**src/source/valu_pkg.sv**
```systemverilog
/* Vector ALU package */

package valu_pkg;

  ////////////////////
  // Widths
  ////////////////////

  // Datapath word and its byte enables
  localparam int unsigned ElenBits  = 64;
  localparam int unsigned StrbBits  = ElenBits / 8;
  // Element count of one instruction
  localparam int unsigned VlBits    = 16;
  // Register-file word address
  localparam int unsigned VaddrBits = 10;
  // Instruction ids in flight across the machine
  localparam int unsigned NrVInsn   = 8;

  typedef logic [$clog2(NrVInsn)-1:0] vid_t;
  typedef logic [ElenBits-1:0]        elen_t;
  typedef logic [StrbBits-1:0]        strb_t;
  typedef logic [VaddrBits-1:0]       vaddr_t;
  typedef logic [VlBits-1:0]          vlen_t;

  ////////////////////
  // Encodings
  ////////////////////

  typedef enum logic [2:0] {
    VADD = 3'd0,
    VSUB = 3'd1,
    VAND = 3'd2,
    VOR  = 3'd3,
    VXOR = 3'd4,
    VSLL = 3'd5
  } alu_op_e;

  // Element width, log2 of the byte count
  typedef enum logic [1:0] {
    EW8  = 2'd0,
    EW16 = 2'd1,
    EW32 = 2'd2,
    EW64 = 2'd3
  } vew_e;

  ////////////////////
  // Payloads
  ////////////////////

  // One instruction as sent by the lane sequencer
  typedef struct packed {
    vid_t    id;
    alu_op_e op;
    vew_e    vsew;
    vlen_t   vl;
    // Base word address of the destination
    vaddr_t  vd_addr;
    // High means unmasked
    logic    vm;
    logic    use_vs1;
    logic    use_vs2;
    // Scalar replaces vs1
    logic    use_scalar_op;
    elen_t   scalar_op;
  } vfu_operation_t;

  // One result word on its way to the register file
  typedef struct packed {
    vid_t   id;
    vaddr_t addr;
    elen_t  wdata;
    strb_t  be;
  } result_t;

  // Same 64 bits seen as packed elements of each width
  typedef union packed {
    logic [7:0][7:0]  b;
    logic [3:0][15:0] h;
    logic [1:0][31:0] w;
    logic [0:0][63:0] d;
  } simd_word_u;

  // Elements packed in one word at a given width
  function automatic logic [3:0] elems_per_word(vew_e vsew);
    return 4'd8 >> vsew;
  endfunction

endpackage

```
**src/source/valu_simd_alu.sv**
```systemverilog
/* SIMD integer ALU */

`timescale 1ns/1ps

module valu_simd_alu (
  // Operand a is vs2, operand b is vs1 or the scalar
  input  valu_pkg::elen_t   operand_a_i,
  input  valu_pkg::elen_t   operand_b_i,
  input  valu_pkg::alu_op_e op_i,
  input  valu_pkg::vew_e    vew_i,
  output valu_pkg::elen_t   result_o
);

  import valu_pkg::*;

  simd_word_u opa;
  simd_word_u opb;
  simd_word_u res;

  assign opa      = operand_a_i;
  assign opb      = operand_b_i;
  assign result_o = res;

  always_comb begin
    res = '0;
    unique case (op_i)
      // Bitwise ops ignore element borders
      VAND: res.d[0] = opa.d[0] & opb.d[0];
      VOR:  res.d[0] = opa.d[0] | opb.d[0];
      VXOR: res.d[0] = opa.d[0] ^ opb.d[0];
      VADD, VSUB, VSLL: begin
        unique case (vew_i)
          EW8: begin
            for (int i = 0; i < 8; i++) begin
              case (op_i)
                VADD:    res.b[i] = opa.b[i] + opb.b[i];
                VSUB:    res.b[i] = opa.b[i] - opb.b[i];
                default: res.b[i] = opa.b[i] << opb.b[i][2:0];
              endcase
            end
          end
          EW16: begin
            for (int i = 0; i < 4; i++) begin
              case (op_i)
                VADD:    res.h[i] = opa.h[i] + opb.h[i];
                VSUB:    res.h[i] = opa.h[i] - opb.h[i];
                default: res.h[i] = opa.h[i] << opb.h[i][3:0];
              endcase
            end
          end
          EW32: begin
            for (int i = 0; i < 2; i++) begin
              case (op_i)
                VADD:    res.w[i] = opa.w[i] + opb.w[i];
                VSUB:    res.w[i] = opa.w[i] - opb.w[i];
                default: res.w[i] = opa.w[i] << opb.w[i][4:0];
              endcase
            end
          end
          default: begin
            // Single 64-bit element
            case (op_i)
              VADD:    res.d[0] = opa.d[0] + opb.d[0];
              VSUB:    res.d[0] = opa.d[0] - opb.d[0];
              default: res.d[0] = opa.d[0] << opb.d[0][5:0];
            endcase
          end
        endcase
      end
      // Unused opcodes give zero
      default: res = '0;
    endcase
  end

endmodule

```
**src/source/valu_insn_queue.sv**
```systemverilog
/* Instruction queue */

`timescale 1ns/1ps

module valu_insn_queue #(
  parameter int unsigned InsnQueueDepth = 4
) (
  input  logic                           clk_i,
  input  logic                           rst_ni,
  // Lane sequencer side
  input  valu_pkg::vfu_operation_t       operation_i,
  input  logic                           operation_valid_i,
  output logic                           operation_ready_o,
  // Issue stage side
  output valu_pkg::vfu_operation_t       issue_insn_o,
  output logic                           issue_valid_o,
  input  logic                           issue_done_i,
  // One pulse per granted result word
  input  logic                           commit_i,
  output logic [valu_pkg::NrVInsn-1:0]   done_o
);

  import valu_pkg::*;

  localparam int unsigned PntBits = (InsnQueueDepth > 1) ? $clog2(InsnQueueDepth) : 1;
  localparam int unsigned CntBits = $clog2(InsnQueueDepth + 1);

  typedef logic [PntBits-1:0] pnt_t;
  typedef logic [CntBits-1:0] cnt_t;

  // Storage, written at the accept pointer only
  vfu_operation_t insn_q [InsnQueueDepth];

  pnt_t  accept_pnt_q, accept_pnt_d;
  pnt_t  issue_pnt_q, issue_pnt_d;
  pnt_t  commit_pnt_q, commit_pnt_d;
  // Instructions waiting to be issued or committed
  cnt_t  issue_cnt_q, issue_cnt_d;
  cnt_t  commit_cnt_q, commit_cnt_d;
  // Elements of the commit head still to be written
  vlen_t elem_left_q, elem_left_d;
  logic  ready_q;

  vfu_operation_t commit_insn;
  logic           commit_valid;
  logic           commit_last;
  logic           commit_empty;
  logic           accept;
  logic [3:0]     commit_elems;

  function automatic pnt_t bump(pnt_t pnt);
    return (pnt == pnt_t'(InsnQueueDepth - 1)) ? '0 : pnt + 1'b1;
  endfunction

  assign operation_ready_o = ready_q;
  assign accept            = operation_valid_i && ready_q;

  assign issue_insn_o  = insn_q[issue_pnt_q];
  assign issue_valid_o = (issue_cnt_q != '0);

  assign commit_insn  = insn_q[commit_pnt_q];
  assign commit_valid = (commit_cnt_q != '0);
  assign commit_elems = elems_per_word(commit_insn.vsew);
  // Last word of the head, floored at zero for tails
  assign commit_last  = commit_i && commit_valid &&
                        (elem_left_q <= vlen_t'(commit_elems));
  // Nothing left to commit once this cycle's pop is done
  assign commit_empty = (commit_cnt_q == cnt_t'(commit_last));

  // Done goes out in the cycle of the last grant
  always_comb begin
    done_o = '0;
    if (commit_last) begin
      done_o[commit_insn.id] = 1'b1;
    end
  end

  ////////////////////
  // Pointers and counts
  ////////////////////

  always_comb begin
    accept_pnt_d = accept_pnt_q;
    issue_pnt_d  = issue_pnt_q;
    commit_pnt_d = commit_pnt_q;
    elem_left_d  = elem_left_q;
    issue_cnt_d  = issue_cnt_q + cnt_t'(accept) - cnt_t'(issue_done_i);
    commit_cnt_d = commit_cnt_q + cnt_t'(accept) - cnt_t'(commit_last);

    if (accept) begin
      accept_pnt_d = bump(accept_pnt_q);
    end
    if (issue_done_i) begin
      issue_pnt_d = bump(issue_pnt_q);
    end

    if (commit_last) begin
      commit_pnt_d = bump(commit_pnt_q);
      // Next head starts with its full length
      elem_left_d  = insn_q[commit_pnt_d].vl;
    end else if (commit_i && commit_valid) begin
      elem_left_d = elem_left_q - vlen_t'(commit_elems);
    end

    // Incoming instruction becomes the commit head right away
    if (accept && commit_empty) begin
      elem_left_d = operation_i.vl;
    end
  end

  always_ff @(posedge clk_i) begin
    if (accept) begin
      insn_q[accept_pnt_q] <= operation_i;
    end
  end

  always_ff @(posedge clk_i or negedge rst_ni) begin
    if (!rst_ni) begin
      accept_pnt_q <= '0;
      issue_pnt_q  <= '0;
      commit_pnt_q <= '0;
      issue_cnt_q  <= '0;
      commit_cnt_q <= '0;
      elem_left_q  <= '0;
      ready_q      <= 1'b0;
    end else begin
      accept_pnt_q <= accept_pnt_d;
      issue_pnt_q  <= issue_pnt_d;
      commit_pnt_q <= commit_pnt_d;
      issue_cnt_q  <= issue_cnt_d;
      commit_cnt_q <= commit_cnt_d;
      elem_left_q  <= elem_left_d;
      // Full means every slot still awaits its commit
      ready_q      <= (commit_cnt_d != cnt_t'(InsnQueueDepth));
    end
  end

  // Issue stage only finishes what this queue presented
  a_issue_done_valid: assert property (
    @(posedge clk_i) disable iff (!rst_ni) issue_done_i |-> issue_valid_o
  );

endmodule

```
**src/source/valu_issue_stage.sv**
```systemverilog
/* Issue stage */

`timescale 1ns/1ps

module valu_issue_stage (
  input  logic                     clk_i,
  input  logic                     rst_ni,
  // Head of the instruction queue
  input  valu_pkg::vfu_operation_t insn_i,
  input  logic                     insn_valid_i,
  output logic                     insn_done_o,
  // Operand queues, index 1 is vs2
  input  valu_pkg::elen_t [1:0]    operand_i,
  input  logic [1:0]               operand_valid_i,
  output logic [1:0]               operand_ready_o,
  // Predicate bytes
  input  valu_pkg::strb_t          mask_i,
  input  logic                     mask_valid_i,
  output logic                     mask_ready_o,
  // Toward the result queue
  output valu_pkg::result_t        result_o,
  output logic                     result_valid_o,
  input  logic                     result_ready_i
);

  import valu_pkg::*;

  // Instruction loaded and words left to fire
  logic   active_q;
  vlen_t  elem_left_q;
  vaddr_t word_idx_q;

  elen_t      scalar_rep;
  elen_t      alu_a;
  elen_t      alu_b;
  elen_t      alu_res;
  logic [3:0] word_elems;
  logic [3:0] elem_cnt;
  logic [3:0] nbytes;
  strb_t      tail_be;
  logic       inputs_ok;
  logic       fire;
  logic       last_word;

  ////////////////////
  // Scalar operand
  ////////////////////

  // Scalar repeated once per element
  always_comb begin
    unique case (insn_i.vsew)
      EW8:     scalar_rep = {8{insn_i.scalar_op[7:0]}};
      EW16:    scalar_rep = {4{insn_i.scalar_op[15:0]}};
      EW32:    scalar_rep = {2{insn_i.scalar_op[31:0]}};
      default: scalar_rep = insn_i.scalar_op;
    endcase
  end

  assign alu_a = operand_i[1];
  assign alu_b = insn_i.use_scalar_op ? scalar_rep : operand_i[0];

  valu_simd_alu u_simd_alu (
    .operand_a_i (alu_a),
    .operand_b_i (alu_b),
    .op_i        (insn_i.op),
    .vew_i       (insn_i.vsew),
    .result_o    (alu_res)
  );

  ////////////////////
  // Word control
  ////////////////////

  // Tail word carries fewer elements
  assign word_elems = elems_per_word(insn_i.vsew);
  assign last_word  = (elem_left_q <= vlen_t'(word_elems));
  assign elem_cnt   = last_word ? elem_left_q[3:0] : word_elems;
  assign nbytes     = elem_cnt << insn_i.vsew;
  assign tail_be    = strb_t'((9'd1 << nbytes) - 9'd1);

  // Mask only matters for predicated instructions
  assign inputs_ok = (operand_valid_i[1] || !insn_i.use_vs2) &&
                     (operand_valid_i[0] || !insn_i.use_vs1) &&
                     (mask_valid_i || insn_i.vm);
  assign fire      = active_q && inputs_ok && result_ready_i;

  assign operand_ready_o = fire ? {insn_i.use_vs2, insn_i.use_vs1} : 2'b00;
  assign mask_ready_o    = fire && !insn_i.vm;
  assign insn_done_o     = fire && last_word;

  assign result_valid_o = fire;
  assign result_o.id    = insn_i.id;
  assign result_o.addr  = insn_i.vd_addr + word_idx_q;
  assign result_o.wdata = alu_res;
  assign result_o.be    = tail_be & (insn_i.vm ? {StrbBits{1'b1}} : mask_i);

  always_ff @(posedge clk_i or negedge rst_ni) begin
    if (!rst_ni) begin
      active_q    <= 1'b0;
      elem_left_q <= '0;
      word_idx_q  <= '0;
    end else if (!active_q) begin
      // Take the element count one cycle after the head shows up
      if (insn_valid_i) begin
        active_q    <= 1'b1;
        elem_left_q <= insn_i.vl;
        word_idx_q  <= '0;
      end
    end else if (fire) begin
      elem_left_q <= elem_left_q - vlen_t'(elem_cnt);
      word_idx_q  <= word_idx_q + 1'b1;
      if (last_word) begin
        active_q <= 1'b0;
      end
    end
  end

  // Queue keeps the head presented until its last word fires
  a_head_held: assert property (
    @(posedge clk_i) disable iff (!rst_ni) active_q |-> insn_valid_i
  );

endmodule

```
**src/source/valu_result_queue.sv**
```systemverilog
/* Result queue */

`timescale 1ns/1ps

module valu_result_queue #(
  parameter int unsigned ResultQueueDepth = 2
) (
  input  logic              clk_i,
  input  logic              rst_ni,
  // From the issue stage
  input  valu_pkg::result_t result_i,
  input  logic              result_valid_i,
  output logic              result_ready_o,
  // Register file write port
  output logic              result_req_o,
  output valu_pkg::vid_t    result_id_o,
  output valu_pkg::vaddr_t  result_addr_o,
  output valu_pkg::elen_t   result_wdata_o,
  output valu_pkg::strb_t   result_be_o,
  input  logic              result_gnt_i,
  // One pulse per written word
  output logic              commit_o
);

  import valu_pkg::*;

  localparam int unsigned PntBits = (ResultQueueDepth > 1) ? $clog2(ResultQueueDepth) : 1;
  localparam int unsigned CntBits = $clog2(ResultQueueDepth + 1);

  typedef logic [PntBits-1:0] pnt_t;
  typedef logic [CntBits-1:0] cnt_t;

  result_t fifo_q [ResultQueueDepth];
  pnt_t    wr_pnt_q;
  pnt_t    rd_pnt_q;
  cnt_t    cnt_q;
  result_t head;
  logic    push;
  logic    pop;

  function automatic pnt_t bump(pnt_t pnt);
    return (pnt == pnt_t'(ResultQueueDepth - 1)) ? '0 : pnt + 1'b1;
  endfunction

  // Back-pressure when every slot holds a word
  assign result_ready_o = (cnt_q != cnt_t'(ResultQueueDepth));
  assign push           = result_valid_i && result_ready_o;

  // Head stays put until granted
  assign head         = fifo_q[rd_pnt_q];
  assign result_req_o = (cnt_q != '0);
  assign pop          = result_req_o && result_gnt_i;
  assign commit_o     = pop;

  assign result_id_o    = head.id;
  assign result_addr_o  = head.addr;
  assign result_wdata_o = head.wdata;
  assign result_be_o    = head.be;

  always_ff @(posedge clk_i) begin
    if (push) begin
      fifo_q[wr_pnt_q] <= result_i;
    end
  end

  always_ff @(posedge clk_i or negedge rst_ni) begin
    if (!rst_ni) begin
      wr_pnt_q <= '0;
      rd_pnt_q <= '0;
      cnt_q    <= '0;
    end else begin
      if (push) begin
        wr_pnt_q <= bump(wr_pnt_q);
      end
      if (pop) begin
        rd_pnt_q <= bump(rd_pnt_q);
      end
      cnt_q <= cnt_q + cnt_t'(push) - cnt_t'(pop);
    end
  end

  // Register file grants only a pending request
  a_gnt_has_req: assert property (
    @(posedge clk_i) disable iff (!rst_ni) result_gnt_i |-> result_req_o
  );

endmodule

```
**src/source/valu_top.sv**
```systemverilog
/* Vector ALU top level */

`timescale 1ns/1ps

module valu_top #(
  parameter int unsigned InsnQueueDepth   = 4,
  parameter int unsigned ResultQueueDepth = 2
) (
  input  logic                         clk_i,
  input  logic                         rst_ni,
  // Lane sequencer
  input  valu_pkg::vfu_operation_t     operation_i,
  input  logic                         operation_valid_i,
  output logic                         operation_ready_o,
  // Operand queues
  input  valu_pkg::elen_t [1:0]        operand_i,
  input  logic [1:0]                   operand_valid_i,
  output logic [1:0]                   operand_ready_o,
  // Mask
  input  valu_pkg::strb_t              mask_i,
  input  logic                         mask_valid_i,
  output logic                         mask_ready_o,
  // Register file
  output logic                         result_req_o,
  output valu_pkg::vid_t               result_id_o,
  output valu_pkg::vaddr_t             result_addr_o,
  output valu_pkg::elen_t              result_wdata_o,
  output valu_pkg::strb_t              result_be_o,
  input  logic                         result_gnt_i,
  // Per-id completion
  output logic [valu_pkg::NrVInsn-1:0] done_o
);

  import valu_pkg::*;

  // Queue head toward the issue stage
  vfu_operation_t issue_insn;
  logic           issue_valid;
  logic           issue_done;
  // Issue stage toward the result queue
  result_t        result;
  logic           result_valid;
  logic           result_ready;
  // Grant feedback for element counting
  logic           commit;

  valu_insn_queue #(
    .InsnQueueDepth (InsnQueueDepth)
  ) u_insn_queue (
    .clk_i             (clk_i),
    .rst_ni            (rst_ni),
    .operation_i       (operation_i),
    .operation_valid_i (operation_valid_i),
    .operation_ready_o (operation_ready_o),
    .issue_insn_o      (issue_insn),
    .issue_valid_o     (issue_valid),
    .issue_done_i      (issue_done),
    .commit_i          (commit),
    .done_o            (done_o)
  );

  valu_issue_stage u_issue_stage (
    .clk_i           (clk_i),
    .rst_ni          (rst_ni),
    .insn_i          (issue_insn),
    .insn_valid_i    (issue_valid),
    .insn_done_o     (issue_done),
    .operand_i       (operand_i),
    .operand_valid_i (operand_valid_i),
    .operand_ready_o (operand_ready_o),
    .mask_i          (mask_i),
    .mask_valid_i    (mask_valid_i),
    .mask_ready_o    (mask_ready_o),
    .result_o        (result),
    .result_valid_o  (result_valid),
    .result_ready_i  (result_ready)
  );

  valu_result_queue #(
    .ResultQueueDepth (ResultQueueDepth)
  ) u_result_queue (
    .clk_i          (clk_i),
    .rst_ni         (rst_ni),
    .result_i       (result),
    .result_valid_i (result_valid),
    .result_ready_o (result_ready),
    .result_req_o   (result_req_o),
    .result_id_o    (result_id_o),
    .result_addr_o  (result_addr_o),
    .result_wdata_o (result_wdata_o),
    .result_be_o    (result_be_o),
    .result_gnt_i   (result_gnt_i),
    .commit_o       (commit)
  );

endmodule

```
**config.mk**
```make
export PLATFORM = sky130hd
export DESIGN_NAME = valu_top
export DESIGN_NICKNAME = d
export VERILOG_FILES = /design/src/source/valu_pkg.sv /design/src/source/valu_simd_alu.sv /design/src/source/valu_insn_queue.sv /design/src/source/valu_issue_stage.sv /design/src/source/valu_result_queue.sv /design/src/source/valu_top.sv
export SDC_FILE = /design/constraint.sdc
export NUM_CORES = 2
export LEC_CHECK = 0
export BUFFER_PORTS_ARGS = -buffer_cell sky130_fd_sc_hd__buf_2
export CORE_UTILIZATION = 41
export CTS_BUF_LIST = sky130_fd_sc_hd__clkbuf_4 sky130_fd_sc_hd__clkbuf_8 sky130_fd_sc_hd__clkbuf_16
export DETAILED_ROUTE_END_ITERATION = 16
export GPL_TIMING_DRIVEN = 0
export PLACE_DENSITY = 0.66
export SLEW_MARGIN = 20
export SYNTH_ARGS = -nofsm -noshare
export SYNTH_HDL_FRONTEND = slang
export SYNTH_SLANG_ARGS = --single-unit
```
**constraint.sdc**
```tcl
create_clock -name clk_i -period 10.31 [get_ports clk_i]
set_clock_uncertainty 0.1 [all_clocks]
set_input_delay 1.031 -clock clk_i [delete_from_list [all_inputs] [get_ports clk_i]]
set_output_delay 1.031 -clock clk_i [all_outputs]
set_load 0.02 [all_outputs]
```
==> key figures <==
Place
  – Port bufs: 342
  – RD Place Congestion: 1.108
  – Post-DP HPWL: 220200 um

Yosys
  – Yosys Warn Count: 0
  – Syn avg cell area: 9.844 um^2
  – Predominant post-synthesis flop cell: edfxtp_1
  – Yosys reg bits: 638
  – Yosys top cell area share: 34.01%
  – Count of unique library cells instantiated by Yosys: 96
  – Mapped Area: 51030 um^2
  – Largest cells by area after synthesis: edfxtp_1 34%, ha_1 8.0%, mux2i_1 6.3%
  – Number of flops mapped to enable cells by yosys: 578
  – FFs w/ async S/R, synth: 9.404%
  – Synth area leader: edfxtp_1
  – Gate count after technology mapping: 5184
  – Synthesized netlist net count: 5769
  – Sequential share of the synthesized area: 36.96%

Power
  – Total power: 15.54 mW
  – PD cells: 267.4 nW/um^2
  – VDD IR-drop max: 0.2348 mV
  – Leak: 22.79 nW

Timing
  – RSZ-0062 raised after global routing: false
  – Endpoints failing setup: 4
  – Fin. Hold Viols: 0
  – Achievable Freq: 96.14 MHz
  – Worst Tran Pin Value: 1362 ps
  – Final hold slack: 107.2 ps
  – Max-slew headroom: 9.201%
  – Final min period: 10400 ps
  – Slew Limit Fails: 0
  – Setup TNS: -193.6 ps
  – Tcrit/Tclk final: 100.9%
  – Final setup margin: -91.88 ps

Clocking
  – Clock buffer count from CTS: 70
  – CTS tree: built
  – Clock latency on the worst-skew pair: 710 ps
  – Maximum buffer depth of the clock tree: 3
  – Clk root buf: clkbuf_16
  – Clock-pin slew on the worst setup and hold paths: 60 ps
  – H-tree depth: 3
  – Clock sink total: 638
  – Hold-fix buffers at CTS: 0

Final layout
  – Ratio of cells with drive above 1 in the final layout: 17.09%
  – Final nets: 6211
  – # fillers: 11763
  – Layout area overhead: 13.87%
  – Most common cell after layout, fill and taps aside: edfxtp_1
  – Final Util: 47.00%
  – Most frequent cells in the layout: 578 x edfxtp_1, 505 x nand2_1, 413 x buf_2

Critical path
  – CP Max Fanout: 11
  – R2R Path Start: u_insn_queue.issue_pnt_q[0]
  – Worst R2R End: u_result_queue.fifo_q[1][59]
  – Startpoint Class: flop
  – Worst r2r path cells: 25
  – Crit path capture type: flop
  – CP dominant cell by count: buf_6
  – CP Class: flop to flop
  – CP arrival: 10780 ps
  – R2R Setup Slk: -90 ps
  – Critical Path RT: 10690 ps
  – Slowest CP cell: o21ai_1
  – Critical path's largest stage delay: 990 ps

GRT
  – Vias in the first global route: 46468
  – Initial antenna violation count: 29
  – GR Overflow Total: 0
  – Global-route wire length before repair: 379700 um
  – Largest net degree at the start of global routing: 53
  – Total GRT Usage: 43.40%

Route
  – Routed wire length: 279800 um
  – Post-route DRC: 0
  – Vias per std cell: 6.652
  – Pre-antenna DRT Iters: 6
  – Routed via count: 48801
  – Iter 0 DRT Violations: 6617
  – Routed Antenna Nets: 0
  – DR WL/cell: 38.15 um

Run
  – Number of max-cap violations: 0

Run status
  – Status: finished, violations left
  – Failing checks: setup timing

Die
  – Row count: 129
  – Die ar.: 125900 um^2
  – Die Height: 354.8 um
  – Initial Utilization: 41.27%
  – Ports: 343
  – Die X: 354.8 um
  – Core ar.: 123600 um^2

Hold path
  – Worst Hold Class: input pin to async pin
[logic make-up (layout without fill, tap and decap cells)]
| kind of cell | count (synthesis) | in the layout | synth area share (%) |
|---|---|---|---|
| xor gates and xnor gates | 304 | 304 | 5.218 |
| and+or+nand+nor | 1367 | 1367 | 12.11 |
| muxes | 579 | 579 | 14.85 |
| AOI/OAI and AO/OA | 1410 | 1410 | 17.94 |
| DFF | 638 | 638 | 36.96 |
| other | 0 | 18 | 0 |
| adders and majority gates | 341 | 341 | 8.547 |
| buffers and inverters | 545 | 1042 | 4.377 |
[where the power goes]
group          internal [mW]  switching [mW]  leakage, nW
logic                   2.94            6.23         15.6
registers               3.57           0.211         6.06
clock network           1.50            1.09         1.18
[registers in the layout, summed over array words and instances, names as in the netlist, 3 cells and up]
| signal | cells |
|---|---|
| u_issue_stage.word_idx_q | 10 |
| u_insn_queue.issue_cnt_q | 3 |
| u_insn_queue.insn_q | 408 |
| u_issue_stage.elem_left_q | 16 |
| u_insn_queue.commit_cnt_q | 3 |
| u_insn_queue.elem_left_q | 16 |
| u_result_queue.fifo_q | 170 |
[how the worst max path moves through the flow]
stage	startpoint	to	slack [ps]	cells after the start
6_report	u_insn_queue.issue_pnt_q[0]	u_result_queue.fifo_q[1][59]	-90	25
3_3_place_gp	u_insn_queue.issue_pnt_q[1]	u_result_queue.fifo_q[0][54]	-2280	27
5_1_grt	u_insn_queue.issue_pnt_q[0]	u_result_queue.fifo_q[1][59]	80	32
2_1_floorplan	u_insn_queue.issue_pnt_q[0]	u_result_queue.fifo_q[0][0]	3080	12
4_1_cts	u_insn_queue.issue_pnt_q[0]	u_result_queue.fifo_q[0][57]	40	34
3_5_place_dp	u_insn_queue.issue_pnt_q[0]	u_result_queue.fifo_q[0][59]	-1820	29
[layout make-up]
class	count	area (um^2)	area share, %
multi-input cells	4001	30250	52.06
flip-flops and latches	638	18860	32.45
repair buffers	372	2231	3.839
well taps	1637	2048	3.525
clock buffers	94	1997	3.437
plain buffers	326	1483	2.552
inverters	217	814.5	1.402
clock inverters	33	381.6	0.6567
diodes	18	45.04	0.07752
[routing by layer]
layer | routed length, um | vias to the layer above | track usage (%)
met5 | 136 | - | 0
met4 | 21500 | 24 | 28.19
met3 | 29060 | 811 | 10.25
met2 | 119600 | 3233 | 64.94
met1 | 109600 | 24291 | 56.16
li1 | - | 20442 | -
[cells in the mapped netlist (23+ instances only)]
master,n
mux2_2,127
nand4_1,29
a21oi_1,365
inv_1,200
a21o_1,75
o21bai_1,24
edfxtp_1,578
o211ai_1,64
o221ai_1,44
o21ai_0,264
buf_2,60
a22oi_1,90
mux2i_1,323
ha_1,327
o21a_1,24
nand2_1,506
and3_1,51
a31oi_1,80
xnor2_1,245
clkbuf_1,192
mux4_2,119
nand2b_1,55
a211oi_1,64
dfrtp_1,60
and2_1,29
buf_1,56
xor2_1,59
nor2_1,393
nor3_1,72
o22ai_1,87
or3_1,23
nor2b_1,40
nand3_1,96
[per-stage QoR]
step                std cells  setup WS [ps]  cell area (um^2)
detailed placement       7191          -1821             55510
floorplan                5184           3083             51030
CTS                      7318          44.28             57990
finish                   7336         -91.88             58110
global placement         7163          -2278             54790
global route             7324          83.47             58080
[critical path, delay by kind of cell, from the launching register on]
kind	cells	cell delay [ps]
xor+xnor	2	680
buf+inv	8	2700
compound gates	8	3260
simple gates	5	2110
fa+ha+maj	1	320
mux	1	540
flops	1	430
[repair_timing]
item	CTS	global route
setup endpoints to repair	66	36
buffers inserted	2	0
pin swaps	2	0
resized for setup	21	19
(Power assumes the default switching activity.)
